==> src/scuBusPkg.sv <==
package scuBusPkg;

	typedef logic [24:0] cpuAddrT;
	typedef logic [26:0] busAddrT;
	typedef logic [31:0] wordT;
	typedef logic [15:0] halfT;
	typedef logic [25:0] aPinAddrT;

	// Active low, one bit per byte lane
	typedef logic [3:0] byteEnT;

	// SCU register window, decoded with ccs2N low
	localparam cpuAddrT regWinBase = 25'h1FE_0000;
	localparam cpuAddrT regWinLast = 25'h1FE_00CF;

	// ca[24:16] below this selects the A-bus under ccs2N
	localparam logic [8:0] aBusCs2Limit = 9'h190;

	// Prefixes in front of ca on the internal A-bus address
	localparam logic [1:0] aBusPrefixCs1 = 2'b01;
	localparam logic [1:0] aBusPrefixCs2 = 2'b10;

	typedef enum logic [2:0] {
		idle,
		chipSel,
		addr,
		read,
		write,
		finish
	} aBusStateT;

endpackage

==> src/scuRegPkg.sv <==
package scuRegPkg;

	typedef logic [7:0] regOffsetT;
	typedef logic [19:0] countT;

	// Byte offsets inside the register window
	localparam regOffsetT offReadAddr  = 8'h00;
	localparam regOffsetT offWriteAddr = 8'h04;
	localparam regOffsetT offCount     = 8'h08;
	localparam regOffsetT offAddMode   = 8'h0C;
	localparam regOffsetT offEnable    = 8'h10;
	localparam regOffsetT offStatus    = 8'h7C;
	localparam regOffsetT offIntMask   = 8'hA0;
	localparam regOffsetT offIntStat   = 8'hA4;

	// Writable bits per register
	localparam logic [26:0] readAddrMask  = 27'h7FF_FFFF;
	localparam logic [26:0] writeAddrMask = 27'h7FF_FFFF;
	localparam logic [19:0] countMask     = 20'hF_FFFF;
	localparam logic [31:0] addModeMask   = 32'h0000_0101;
	localparam logic [31:0] enableMask    = 32'h0000_0101;
	localparam logic [31:0] intMaskMask   = 32'h0000_0800;
	localparam logic [31:0] intStatMask   = 32'h0000_0800;

	localparam int bitReadInc  = 8;
	localparam int bitWriteInc = 0;
	localparam int bitEnable   = 8;
	localparam int bitGo       = 0;
	localparam int bitBusy     = 4;
	localparam int bitDmaEnd   = 11;

	typedef enum logic [1:0] {
		idle,
		read,
		write,
		finish
	} dmaStateT;

endpackage

==> src/scuIf.sv <==
`timescale 1ns/1ps

// Word transfer request towards an A-bus controller
interface aBusIf;
	scuBusPkg::busAddrT addr;
	scuBusPkg::wordT wdata;
	logic we;
	logic req;
	logic done;
	scuBusPkg::wordT rdata;

	modport master (
		output addr, wdata, we, req,
		input done, rdata
	);

	modport slave (
		input addr, wdata, we, req,
		output done, rdata
	);
endinterface

// CPU access into the register window
interface regBusIf;
	logic wr;
	logic rd;
	scuRegPkg::regOffsetT offset;
	scuBusPkg::wordT wdata;
	scuBusPkg::byteEnT byteEn;
	scuBusPkg::wordT rdata;

	modport host (
		output wr, rd, offset, wdata, byteEn,
		input rdata
	);

	modport target (
		input wr, rd, offset, wdata, byteEn,
		output rdata
	);
endinterface

// DMA channel parameters and run handshake
interface dmaCtrlIf;
	logic start;
	scuBusPkg::busAddrT readAddr;
	scuBusPkg::busAddrT writeAddr;
	scuRegPkg::countT count;
	logic readInc;
	logic writeInc;
	logic busy;
	logic done;

	modport cfg (
		output start, readAddr, writeAddr, count, readInc, writeInc,
		input busy, done
	);

	modport engine (
		input start, readAddr, writeAddr, count, readInc, writeInc,
		output busy, done
	);
endinterface

==> src/scuCpuPort.sv <==
`timescale 1ns/1ps

module scuCpuPort (
	input  logic                CLK,
	input  logic                RST_N,
	input  scuBusPkg::cpuAddrT  ca,
	input  scuBusPkg::wordT     cdi,
	output scuBusPkg::wordT     cdo,
	input  logic                ccs1N,
	input  logic                ccs2N,
	input  logic                crdWrN,
	input  scuBusPkg::byteEnT   cdqmN,
	input  logic                crdN,
	output logic                cwaitN,
	regBusIf.host               regBus,
	aBusIf.master               cpuBus
);

	typedef enum logic [1:0] {
		cpuIdle,
		cpuAccess,
		cpuFinish
	} cpuStateT;

	cpuStateT state;
	logic cdqmIdleQ;
	logic crdNQ;
	logic cwe;
	logic cre;
	logic regSel;
	logic aBusSel;
	logic reqQ;
	logic waitQ;
	logic lastAbus;
	scuBusPkg::busAddrT addrQ;
	scuBusPkg::wordT wdataQ;
	logic weQ;
	scuBusPkg::wordT abRdata;

	// Strobes fire once per CPU access
	assign cwe = ~&cdqmN & cdqmIdleQ;
	assign cre = ~crdN & crdNQ;

	assign regSel = ~ccs2N & (ca >= scuBusPkg::regWinBase) & (ca <= scuBusPkg::regWinLast);
	assign aBusSel = ~ccs1N | (~ccs2N & (ca[24:16] < scuBusPkg::aBusCs2Limit));

	assign regBus.wr = regSel & cwe;
	assign regBus.rd = regSel & cre;
	assign regBus.offset = ca[7:0];
	assign regBus.wdata = cdi;
	assign regBus.byteEn = cdqmN;

	always_ff @(posedge CLK or negedge RST_N) begin
		if (!RST_N) begin
			cdqmIdleQ <= 1'b0;
			crdNQ <= 1'b0;
			state <= cpuIdle;
			reqQ <= 1'b0;
			waitQ <= 1'b0;
			lastAbus <= 1'b0;
		end else begin
			cdqmIdleQ <= &cdqmN;
			crdNQ <= crdN;
			if (regBus.rd) lastAbus <= 1'b0;
			case (state)
				cpuIdle: begin
					if (aBusSel) begin
						reqQ <= 1'b1;
						waitQ <= 1'b1;
						state <= cpuAccess;
					end
				end
				cpuAccess: begin
					if (cpuBus.done) begin
						reqQ <= 1'b0;
						waitQ <= 1'b0;
						if (!weQ) lastAbus <= 1'b1;
						state <= cpuFinish;
					end
				end
				// Hold until the CPU lets go of the select
				default: begin
					if (!aBusSel) state <= cpuIdle;
				end
			endcase
		end
	end

	always_ff @(posedge CLK) begin
		if (state == cpuIdle && aBusSel) begin
			addrQ <= ccs1N ? {scuBusPkg::aBusPrefixCs2, ca} : {scuBusPkg::aBusPrefixCs1, ca};
			wdataQ <= cdi;
			weQ <= ~crdWrN;
		end
		if (state == cpuAccess && cpuBus.done && !weQ) begin
			abRdata <= cpuBus.rdata;
		end
	end

	assign cpuBus.addr = addrQ;
	assign cpuBus.wdata = wdataQ;
	assign cpuBus.we = weQ;
	assign cpuBus.req = reqQ;

	assign cwaitN = ~waitQ;
	assign cdo = lastAbus ? abRdata : regBus.rdata;

endmodule

==> src/scuRegs.sv <==
`timescale 1ns/1ps

module scuRegs (
	input  logic CLK,
	input  logic RST_N,
	output logic irqN,
	regBusIf.target regBus,
	dmaCtrlIf.cfg dmaCtrl
);

	scuBusPkg::busAddrT readAddr;
	scuBusPkg::busAddrT writeAddr;
	scuRegPkg::countT count;
	logic readInc;
	logic writeInc;
	logic enable;
	logic go;
	logic intMask;
	logic endFlag;
	logic start;
	logic chanWr;
	scuBusPkg::wordT curWord;
	scuBusPkg::wordT wrMask;
	scuBusPkg::wordT merged;
	scuBusPkg::wordT rdataQ;

	function automatic scuBusPkg::wordT laneWrite(
		input scuBusPkg::wordT oldVal,
		input scuBusPkg::wordT newVal,
		input scuBusPkg::byteEnT byteEnN,
		input scuBusPkg::wordT mask
	);
		scuBusPkg::wordT result;
		result = oldVal;
		for (int i = 0; i < 4; i++) begin
			if (!byteEnN[i]) result[8*i +: 8] = newVal[8*i +: 8] & mask[8*i +: 8];
		end
		return result;
	endfunction

	// Current value of the addressed register and its merged write value
	always_comb begin
		curWord = '0;
		wrMask = '0;
		case (regBus.offset)
			scuRegPkg::offReadAddr: begin
				curWord = scuBusPkg::wordT'(readAddr);
				wrMask = scuBusPkg::wordT'(scuRegPkg::readAddrMask);
			end
			scuRegPkg::offWriteAddr: begin
				curWord = scuBusPkg::wordT'(writeAddr);
				wrMask = scuBusPkg::wordT'(scuRegPkg::writeAddrMask);
			end
			scuRegPkg::offCount: begin
				curWord = scuBusPkg::wordT'(count);
				wrMask = scuBusPkg::wordT'(scuRegPkg::countMask);
			end
			scuRegPkg::offAddMode: begin
				curWord[scuRegPkg::bitReadInc] = readInc;
				curWord[scuRegPkg::bitWriteInc] = writeInc;
				wrMask = scuRegPkg::addModeMask;
			end
			scuRegPkg::offEnable: begin
				curWord[scuRegPkg::bitEnable] = enable;
				curWord[scuRegPkg::bitGo] = go;
				wrMask = scuRegPkg::enableMask;
			end
			scuRegPkg::offStatus: curWord[scuRegPkg::bitBusy] = dmaCtrl.busy;
			scuRegPkg::offIntMask: begin
				curWord[scuRegPkg::bitDmaEnd] = intMask;
				wrMask = scuRegPkg::intMaskMask;
			end
			scuRegPkg::offIntStat: begin
				curWord[scuRegPkg::bitDmaEnd] = endFlag;
				wrMask = scuRegPkg::intStatMask;
			end
			default: ;
		endcase
		merged = laneWrite(curWord, regBus.wdata, regBus.byteEn, wrMask);
	end

	// Channel is locked while a copy runs
	assign chanWr = regBus.wr & ~dmaCtrl.busy;

	always_ff @(posedge CLK or negedge RST_N) begin
		if (!RST_N) begin
			readAddr <= '0;
			writeAddr <= '0;
			count <= '0;
			readInc <= 1'b0;
			writeInc <= 1'b0;
			enable <= 1'b0;
			go <= 1'b0;
			intMask <= 1'b0;
			endFlag <= 1'b0;
			start <= 1'b0;
		end else begin
			start <= 1'b0;
			if (chanWr) begin
				case (regBus.offset)
					scuRegPkg::offReadAddr: readAddr <= scuBusPkg::busAddrT'(merged);
					scuRegPkg::offWriteAddr: writeAddr <= scuBusPkg::busAddrT'(merged);
					scuRegPkg::offCount: count <= scuRegPkg::countT'(merged);
					scuRegPkg::offAddMode: begin
						readInc <= merged[scuRegPkg::bitReadInc];
						writeInc <= merged[scuRegPkg::bitWriteInc];
					end
					scuRegPkg::offEnable: begin
						enable <= merged[scuRegPkg::bitEnable];
						go <= merged[scuRegPkg::bitGo];
						start <= merged[scuRegPkg::bitEnable] & merged[scuRegPkg::bitGo];
					end
					default: ;
				endcase
			end
			if (regBus.wr && regBus.offset == scuRegPkg::offIntMask) begin
				intMask <= merged[scuRegPkg::bitDmaEnd];
			end
			// Writing 1 leaves the flag alone
			if (dmaCtrl.done) begin
				endFlag <= 1'b1;
			end else if (regBus.wr && regBus.offset == scuRegPkg::offIntStat) begin
				endFlag <= endFlag & merged[scuRegPkg::bitDmaEnd];
			end
		end
	end

	always_ff @(posedge CLK) begin
		if (regBus.rd) rdataQ <= curWord;
	end

	assign regBus.rdata = rdataQ;

	assign dmaCtrl.start = start;
	assign dmaCtrl.readAddr = readAddr;
	assign dmaCtrl.writeAddr = writeAddr;
	assign dmaCtrl.count = count;
	assign dmaCtrl.readInc = readInc;
	assign dmaCtrl.writeInc = writeInc;

	assign irqN = ~(endFlag & ~intMask);

endmodule

==> src/scuDmaEngine.sv <==
`timescale 1ns/1ps

module scuDmaEngine (
	input  logic CLK,
	input  logic RST_N,
	dmaCtrlIf.engine dmaCtrl,
	aBusIf.master dmaBus
);

	scuRegPkg::dmaStateT state;
	scuBusPkg::busAddrT readAddr;
	scuBusPkg::busAddrT writeAddr;
	scuRegPkg::countT remaining;
	scuBusPkg::wordT data;
	logic reqQ;
	logic busyQ;
	logic lastWord;

	assign lastWord = remaining == scuRegPkg::countT'(4);

	// Each state raises req once, then waits for done
	always_ff @(posedge CLK or negedge RST_N) begin
		if (!RST_N) begin
			state <= scuRegPkg::idle;
			readAddr <= '0;
			writeAddr <= '0;
			remaining <= '0;
			reqQ <= 1'b0;
			busyQ <= 1'b0;
		end else begin
			case (state)
				scuRegPkg::idle: begin
					if (dmaCtrl.start) begin
						readAddr <= dmaCtrl.readAddr;
						writeAddr <= dmaCtrl.writeAddr;
						remaining <= dmaCtrl.count;
						busyQ <= 1'b1;
						state <= scuRegPkg::read;
					end
				end
				scuRegPkg::read: begin
					if (!reqQ) begin
						reqQ <= 1'b1;
					end else if (dmaBus.done) begin
						reqQ <= 1'b0;
						if (dmaCtrl.readInc) readAddr <= readAddr + scuBusPkg::busAddrT'(4);
						state <= scuRegPkg::write;
					end
				end
				scuRegPkg::write: begin
					if (!reqQ) begin
						reqQ <= 1'b1;
					end else if (dmaBus.done) begin
						reqQ <= 1'b0;
						if (dmaCtrl.writeInc) writeAddr <= writeAddr + scuBusPkg::busAddrT'(4);
						remaining <= remaining - scuRegPkg::countT'(4);
						if (lastWord) begin
							busyQ <= 1'b0;
							state <= scuRegPkg::finish;
						end else begin
							state <= scuRegPkg::read;
						end
					end
				end
				default: state <= scuRegPkg::idle;
			endcase
		end
	end

	always_ff @(posedge CLK) begin
		if (state == scuRegPkg::read && dmaBus.done) data <= dmaBus.rdata;
	end

	assign dmaBus.addr = (state == scuRegPkg::write) ? writeAddr : readAddr;
	assign dmaBus.we = state == scuRegPkg::write;
	assign dmaBus.wdata = data;
	assign dmaBus.req = reqQ;

	assign dmaCtrl.busy = busyQ;
	assign dmaCtrl.done = (state == scuRegPkg::write) & reqQ & dmaBus.done & lastWord;

endmodule

==> src/scuBusArbiter.sv <==
`timescale 1ns/1ps

module scuBusArbiter (
	input  logic CLK,
	input  logic RST_N,
	aBusIf.slave cpuBus,
	aBusIf.slave dmaBus,
	aBusIf.master ctrlBus
);

	logic held;
	logic gntDma;
	logic selDma;
	logic ownerReq;

	// CPU wins while the bus is free
	assign selDma = held ? gntDma : ~cpuBus.req;
	assign ownerReq = selDma ? dmaBus.req : cpuBus.req;

	always_ff @(posedge CLK or negedge RST_N) begin
		if (!RST_N) begin
			held <= 1'b0;
			gntDma <= 1'b0;
		end else if (!held && ownerReq) begin
			held <= 1'b1;
			gntDma <= selDma;
		end else if (held && !ownerReq) begin
			held <= 1'b0;
		end
	end

	assign ctrlBus.addr = selDma ? dmaBus.addr : cpuBus.addr;
	assign ctrlBus.wdata = selDma ? dmaBus.wdata : cpuBus.wdata;
	assign ctrlBus.we = selDma ? dmaBus.we : cpuBus.we;
	assign ctrlBus.req = ownerReq;

	assign cpuBus.done = ctrlBus.done & ~selDma;
	assign dmaBus.done = ctrlBus.done & selDma;
	assign cpuBus.rdata = ctrlBus.rdata;
	assign dmaBus.rdata = ctrlBus.rdata;

endmodule

==> src/scuAbusCtrl.sv <==
`timescale 1ns/1ps

module scuAbusCtrl (
	input  logic                 CLK,
	input  logic                 RST_N,
	aBusIf.slave                 ctrlBus,
	output scuBusPkg::aPinAddrT  aa,
	input  scuBusPkg::halfT      adi,
	output scuBusPkg::halfT      ado,
	output logic                 aasN,
	output logic                 acs0N,
	output logic                 acs1N,
	output logic                 acs2N,
	input  logic                 awaitN,
	output logic                 ardN,
	output logic                 awrlN,
	output logic                 awruN
);

	scuBusPkg::aBusStateT state;
	logic lowHalf;
	logic doneQ;
	scuBusPkg::wordT rdataQ;

	always_ff @(posedge CLK or negedge RST_N) begin
		if (!RST_N) begin
			state <= scuBusPkg::idle;
			aasN <= 1'b1;
			acs0N <= 1'b1;
			acs1N <= 1'b1;
			acs2N <= 1'b1;
			ardN <= 1'b1;
			awrlN <= 1'b1;
			awruN <= 1'b1;
			lowHalf <= 1'b0;
			doneQ <= 1'b0;
		end else begin
			case (state)
				scuBusPkg::idle: begin
					if (ctrlBus.req) begin
						casez (ctrlBus.addr[26:24])
							3'b0??: acs0N <= 1'b0;
							3'b100: acs1N <= 1'b0;
							default: acs2N <= 1'b0;
						endcase
						state <= scuBusPkg::chipSel;
					end
				end
				scuBusPkg::chipSel: begin
					aasN <= 1'b0;
					lowHalf <= 1'b0;
					state <= scuBusPkg::addr;
				end
				scuBusPkg::addr: begin
					aasN <= 1'b1;
					if (ctrlBus.we) begin
						awrlN <= 1'b0;
						awruN <= 1'b0;
						state <= scuBusPkg::write;
					end else begin
						ardN <= 1'b0;
						state <= scuBusPkg::read;
					end
				end
				scuBusPkg::read, scuBusPkg::write: begin
					// Upper half first, each half ends on awaitN high
					if (awaitN) begin
						lowHalf <= 1'b1;
						if (lowHalf) begin
							ardN <= 1'b1;
							awrlN <= 1'b1;
							awruN <= 1'b1;
							acs0N <= 1'b1;
							acs1N <= 1'b1;
							acs2N <= 1'b1;
							doneQ <= 1'b1;
							state <= scuBusPkg::finish;
						end
					end
				end
				default: begin
					doneQ <= 1'b0;
					if (!ctrlBus.req) state <= scuBusPkg::idle;
				end
			endcase
		end
	end

	always_ff @(posedge CLK) begin
		if (state == scuBusPkg::chipSel) begin
			aa <= ctrlBus.addr[25:0];
			ado <= ctrlBus.wdata[31:16];
		end
		if (state == scuBusPkg::write && awaitN && !lowHalf) begin
			ado <= ctrlBus.wdata[15:0];
		end
		if (state == scuBusPkg::read && awaitN) begin
			if (lowHalf) begin
				rdataQ[15:0] <= adi;
			end else begin
				rdataQ[31:16] <= adi;
			end
		end
	end

	assign ctrlBus.done = doneQ;
	assign ctrlBus.rdata = rdataQ;

endmodule

==> src/scu.sv <==
`timescale 1ns/1ps

module scu (
	input  logic                 CLK,
	input  logic                 RST_N,
	input  scuBusPkg::cpuAddrT   ca,
	input  scuBusPkg::wordT      cdi,
	output scuBusPkg::wordT      cdo,
	input  logic                 ccs1N,
	input  logic                 ccs2N,
	input  logic                 crdWrN,
	input  scuBusPkg::byteEnT    cdqmN,
	input  logic                 crdN,
	output logic                 cwaitN,
	output logic                 irqN,
	output scuBusPkg::aPinAddrT  aa,
	input  scuBusPkg::halfT      adi,
	output scuBusPkg::halfT      ado,
	output logic                 aasN,
	output logic                 acs0N,
	output logic                 acs1N,
	output logic                 acs2N,
	input  logic                 awaitN,
	output logic                 ardN,
	output logic                 awrlN,
	output logic                 awruN
);

	aBusIf cpuBus ();
	aBusIf dmaBus ();
	aBusIf ctrlBus ();
	regBusIf regBus ();
	dmaCtrlIf dmaCtrl ();

	scuCpuPort u_cpuPort (
		.CLK    (CLK),
		.RST_N  (RST_N),
		.ca     (ca),
		.cdi    (cdi),
		.cdo    (cdo),
		.ccs1N  (ccs1N),
		.ccs2N  (ccs2N),
		.crdWrN (crdWrN),
		.cdqmN  (cdqmN),
		.crdN   (crdN),
		.cwaitN (cwaitN),
		.regBus (regBus.host),
		.cpuBus (cpuBus.master)
	);

	scuRegs u_regs (
		.CLK     (CLK),
		.RST_N   (RST_N),
		.irqN    (irqN),
		.regBus  (regBus.target),
		.dmaCtrl (dmaCtrl.cfg)
	);

	scuDmaEngine u_dmaEngine (
		.CLK     (CLK),
		.RST_N   (RST_N),
		.dmaCtrl (dmaCtrl.engine),
		.dmaBus  (dmaBus.master)
	);

	scuBusArbiter u_arbiter (
		.CLK     (CLK),
		.RST_N   (RST_N),
		.cpuBus  (cpuBus.slave),
		.dmaBus  (dmaBus.slave),
		.ctrlBus (ctrlBus.master)
	);

	scuAbusCtrl u_abusCtrl (
		.CLK     (CLK),
		.RST_N   (RST_N),
		.ctrlBus (ctrlBus.slave),
		.aa      (aa),
		.adi     (adi),
		.ado     (ado),
		.aasN    (aasN),
		.acs0N   (acs0N),
		.acs1N   (acs1N),
		.acs2N   (acs2N),
		.awaitN  (awaitN),
		.ardN    (ardN),
		.awrlN   (awrlN),
		.awruN   (awruN)
	);

endmodule

==> config.mk <==
export PLATFORM = sky130hd
export DESIGN_NAME = scu
export DESIGN_NICKNAME = d
export VERILOG_FILES = /design/src/scuBusPkg.sv /design/src/scuRegPkg.sv /design/src/scuIf.sv /design/src/scuCpuPort.sv /design/src/scuRegs.sv /design/src/scuDmaEngine.sv /design/src/scuBusArbiter.sv /design/src/scuAbusCtrl.sv /design/src/scu.sv
export SDC_FILE = /design/constraint.sdc
export NUM_CORES = 1
export LEC_CHECK = 0
export BUFFER_PORTS_ARGS = -buffer_cell sky130_fd_sc_hd__buf_2
export CORE_MARGIN = 5
export CORE_UTILIZATION = 25
export DETAILED_ROUTE_END_ITERATION = 8
export GPL_TIMING_DRIVEN = 0
export SETUP_SLACK_MARGIN = 0.05
export SYNTH_ARGS = -nofsm -noshare
export SYNTH_HDL_FRONTEND = slang
export SYNTH_SLANG_ARGS = --single-unit
==> constraint.sdc <==
create_clock -name CLK -period 6.7 [get_ports CLK]
set_input_delay 0.67 -clock CLK [delete_from_list [all_inputs] [get_ports CLK]]
set_output_delay 0.67 -clock CLK [all_outputs]
set_load 0.01 [all_outputs]
==> impl_metrics.yaml <==
logic_synthesis:
  synth_compound_area_share_pct: 14.8
  synth.largest_area_cell: "edfxtp_1"
  synth_common_cells: "256 x nand2_1, 225 x edfxtp_1, 172 x dfrtp_1"
  yosysTopAreaCellShare_pct: 36.1
  yosysUniqueCellTypes: 85
  synth-seq-cells: 403
  synth.area.mux_share_pct: 4.87
  yosysMostFrequentCell: "nand2_1"
  synthFlopType: "edfxtp_1"
  yosys.area_share.simple_pct: 16.6
  synth-seq-area-share_pct: 59.9
  synth_enable_flop_cells: 225
  postSynthCellCount: 1698
  synth-xor-area-share_pct: 0.0468
  avgSynthCellArea_um2: 11.0
  async_flop_share_pct: 44.2
  synth_top_family_by_area: "simple AND/OR/NAND/NOR gates"
  yosysWarnings: 0
  postSynthNetCount: 1791
  yosys-top-cells-area: "edfxtp_1 36%, dfrtp_1 23%, nand2_1 5.1%, o21ai_0 4.3%, mux2i_1 2.9%"
  synth_area_um2: 18700
  synth_fa_ha_area_share_pct: 0.602
floorplanning:
  dieArea_um2: 80400
  die_w_um: 284
  pin_count: 167
  start_util_pct: 25.2
  rows: 100
  die_y_um: 284
  fp.coreArea_um2: 74300
sta:
  slew-limit-headroom_pct: 24.3
  fin_crit_sh_pct: 54.7
  hold_ws_ps: 49.7
  grt_setup_unrepaired: "no"
  finClkSkew_ps: 19.2
  hold_viol: 0
  worstMarginPinSlew_ps: 1130
  final_max_slew_viol_count: 0
  fin_ws_ps: 3040
  fin_crit_ps: 3660
  fin_setup_tns_ps: 0
  max_freq_ghz: 0.273
  setup_viol: 0
grt:
  grt_pass1_wl_mm: 100
  globalRouteMet3Util_pct: 3.95
  globalRouteMet2Util_pct: 25.7
  antenna_found_initial: 10
  grt-busiest-layer: "met2"
  grt_overflow: 0
  grt_max_degree: 101
  grt_pass1_vias: 14800
  gr-usage-met1_pct: 22.3
  track_usage_pct: 16.3
clocking:
  cts_sinks: 403
  root_buffer: "clkbuf_16"
  cts_buffers: 43
  cts_tree: "built"
  cts_hold_repair.buffers: 0
  clk_pin_slew_worst_paths_ps: 60
  htree_num_levels: 2
  cts.path.max_buffers: 3
  clock_latency_ps: 600
  postCtsSetupBuffers: 0
  ctsResizeCount: 0
worst_setup_path:
  required_ps: 6920
  start_kind: "flip-flop"
  reg2reg_depth: 5
  cp_max_fo: 32
  worstSetupPathType: "flip-flop to flip-flop"
  cp-end-kind: "flip-flop"
  cp.arrival_ps: 3880
final_layout:
  final_cells: 2922
  syn2layout_area_growth_pct: 19.6
  drive_gt1_share_pct: 17.3
  nets: 2011
drt:
  route.final.wire_length_mm: 69.0
  route.detailed.drc: 0
  ant_nets: 0
  dr.pass1.iters: 6
  routedWlPerCell_um: 23.6
  via_per_inst: 5.29
  route.vias.total: 15400
  drt_iter0_drc: 1898
place:
  hpwl_mm: 52.2
  dp_slack_ps: 3020
  numPortBuffers: 164
  place_inst: 2841
  place.gp.congestion: 0.950
outcome:
  status: "completed"
pwr:
  power_uw: 5170
  p_per_area_nw_per_um2: 231
  max-vdd-ir-drop_mv: 0.154
  p_leak_uw: 0.00846
job:
  drv_cap: 0
min_path:
  min_path_type: "input pin to async pin"
==> kinds of logic after synthesis <==
family                   after synthesis
AO/OA/AOI/OAI                        448
AND/OR/NAND/NOR                      615
multiplexers                          87
flip-flops                           403
XOR/XNOR                               1
buffers and inverters                135
adder cells (fa/ha/maj)                9
==> critical path, stage by stage, from the launching register on <==
cell      delay, ps
dfrtp_1         440
nor2b_1         280
nor2_1          530
clkbuf_1        640
clkbuf_1        550
and3_2          840
==> sequential cells by signal, summed over array words and instances (netlist names), 27 cells and up <==
| signal | flops |
|---|---|
| u_regs.dmaCtrl.writeAddr | 27 |
| u_regs.dmaCtrl.readAddr | 27 |
| u_abusCtrl.ctrlBus.rdata | 32 |
| u_dmaEngine.readAddr | 27 |
| u_cpuPort.abRdata | 32 |
| u_regs.regBus.rdata | 27 |
| u_cpuPort.cpuBus.addr | 27 |
| u_cpuPort.cpuBus.wdata | 32 |
| u_dmaEngine.dmaBus.wdata | 32 |
| u_dmaEngine.writeAddr | 27 |
==> stage by stage <==
stage               util [%]  instance area [um2]
floorplan                  -                18700
global placement        27.9                20700
detailed placement      28.2                20900
CTS                     30.1                22400
global route            30.1                22400
finish                  30.1                22400
==> power by group <==
part / switching, uW / leakage [uW] / internal (uW)
Clock: 1070 / 0.000690 / 1370
Combinational: 87.3 / 0.00325 / 34.5
Sequential: 0.219 / 0.00452 / 2610
Total: 1160 / 0.00846 / 4010
==> area by class of cell <==
type | count | area (um2)
antenna | 1 | 2.50
buffer | 105 | 477
clock buffer | 50 | 1110
clock inverter | 29 | 317
fill | 7622 | 51900
inverter | 30 | 113
multi-input combinational | 1160 | 6930
sequential | 403 | 11200
tap | 969 | 1210
timing repair buffer | 175 | 1000
==> placed cells by master, fill, tap and decap left out, drive strengths merged, types with 7 or more instances in the layout <==
cell,instances
nand4,24
nor2,85
nor4b,8
or3,7
mux2i,54
o21ai,162
nand4b,9
o2bb2ai,8
o31ai,19
or4,8
nor4,19
nand2b,14
nand3,47
and4,7
buf,203
clkbuf,126
mux2,33
a22o,21
a21oi,89
a2bb2oi,17
nand2,256
nor3,32
a31oi,32
a211oi,11
and2,21
o22ai,33
ha,9
or2,7
nor2b,21
dfrtp,172
clkinv,22
and3,32
edfxtp,225
a22oi,12
inv,29
==> layer usage <==
metal,vias up,wire length (um)
li1,6782,-
met4,14,1910
met3,115,6740
met1,7730,28800
met5,-,93
met2,803,31500
==> final timing paths <==
path                                                     to                   startpoint  slack (ps)
worst max-delay path            u_dmaEngine.dmaBus.wdata[1]         u_cpuPort.cpuBus.req        3040
min in group CLK                            u_cpuPort.crdNQ                         crdN         220
max in group asynchronous           u_regs.dmaCtrl.count[2]                        RST_N        5690
worst max register to register  u_dmaEngine.dmaBus.wdata[1]         u_cpuPort.cpuBus.req        3040
worst min register to register         u_cpuPort.abRdata[1]  u_abusCtrl.ctrlBus.rdata[1]         440
worst min-delay path              u_dmaEngine.writeAddr[17]                        RST_N          50
Power figures use the tool's default switching activity.
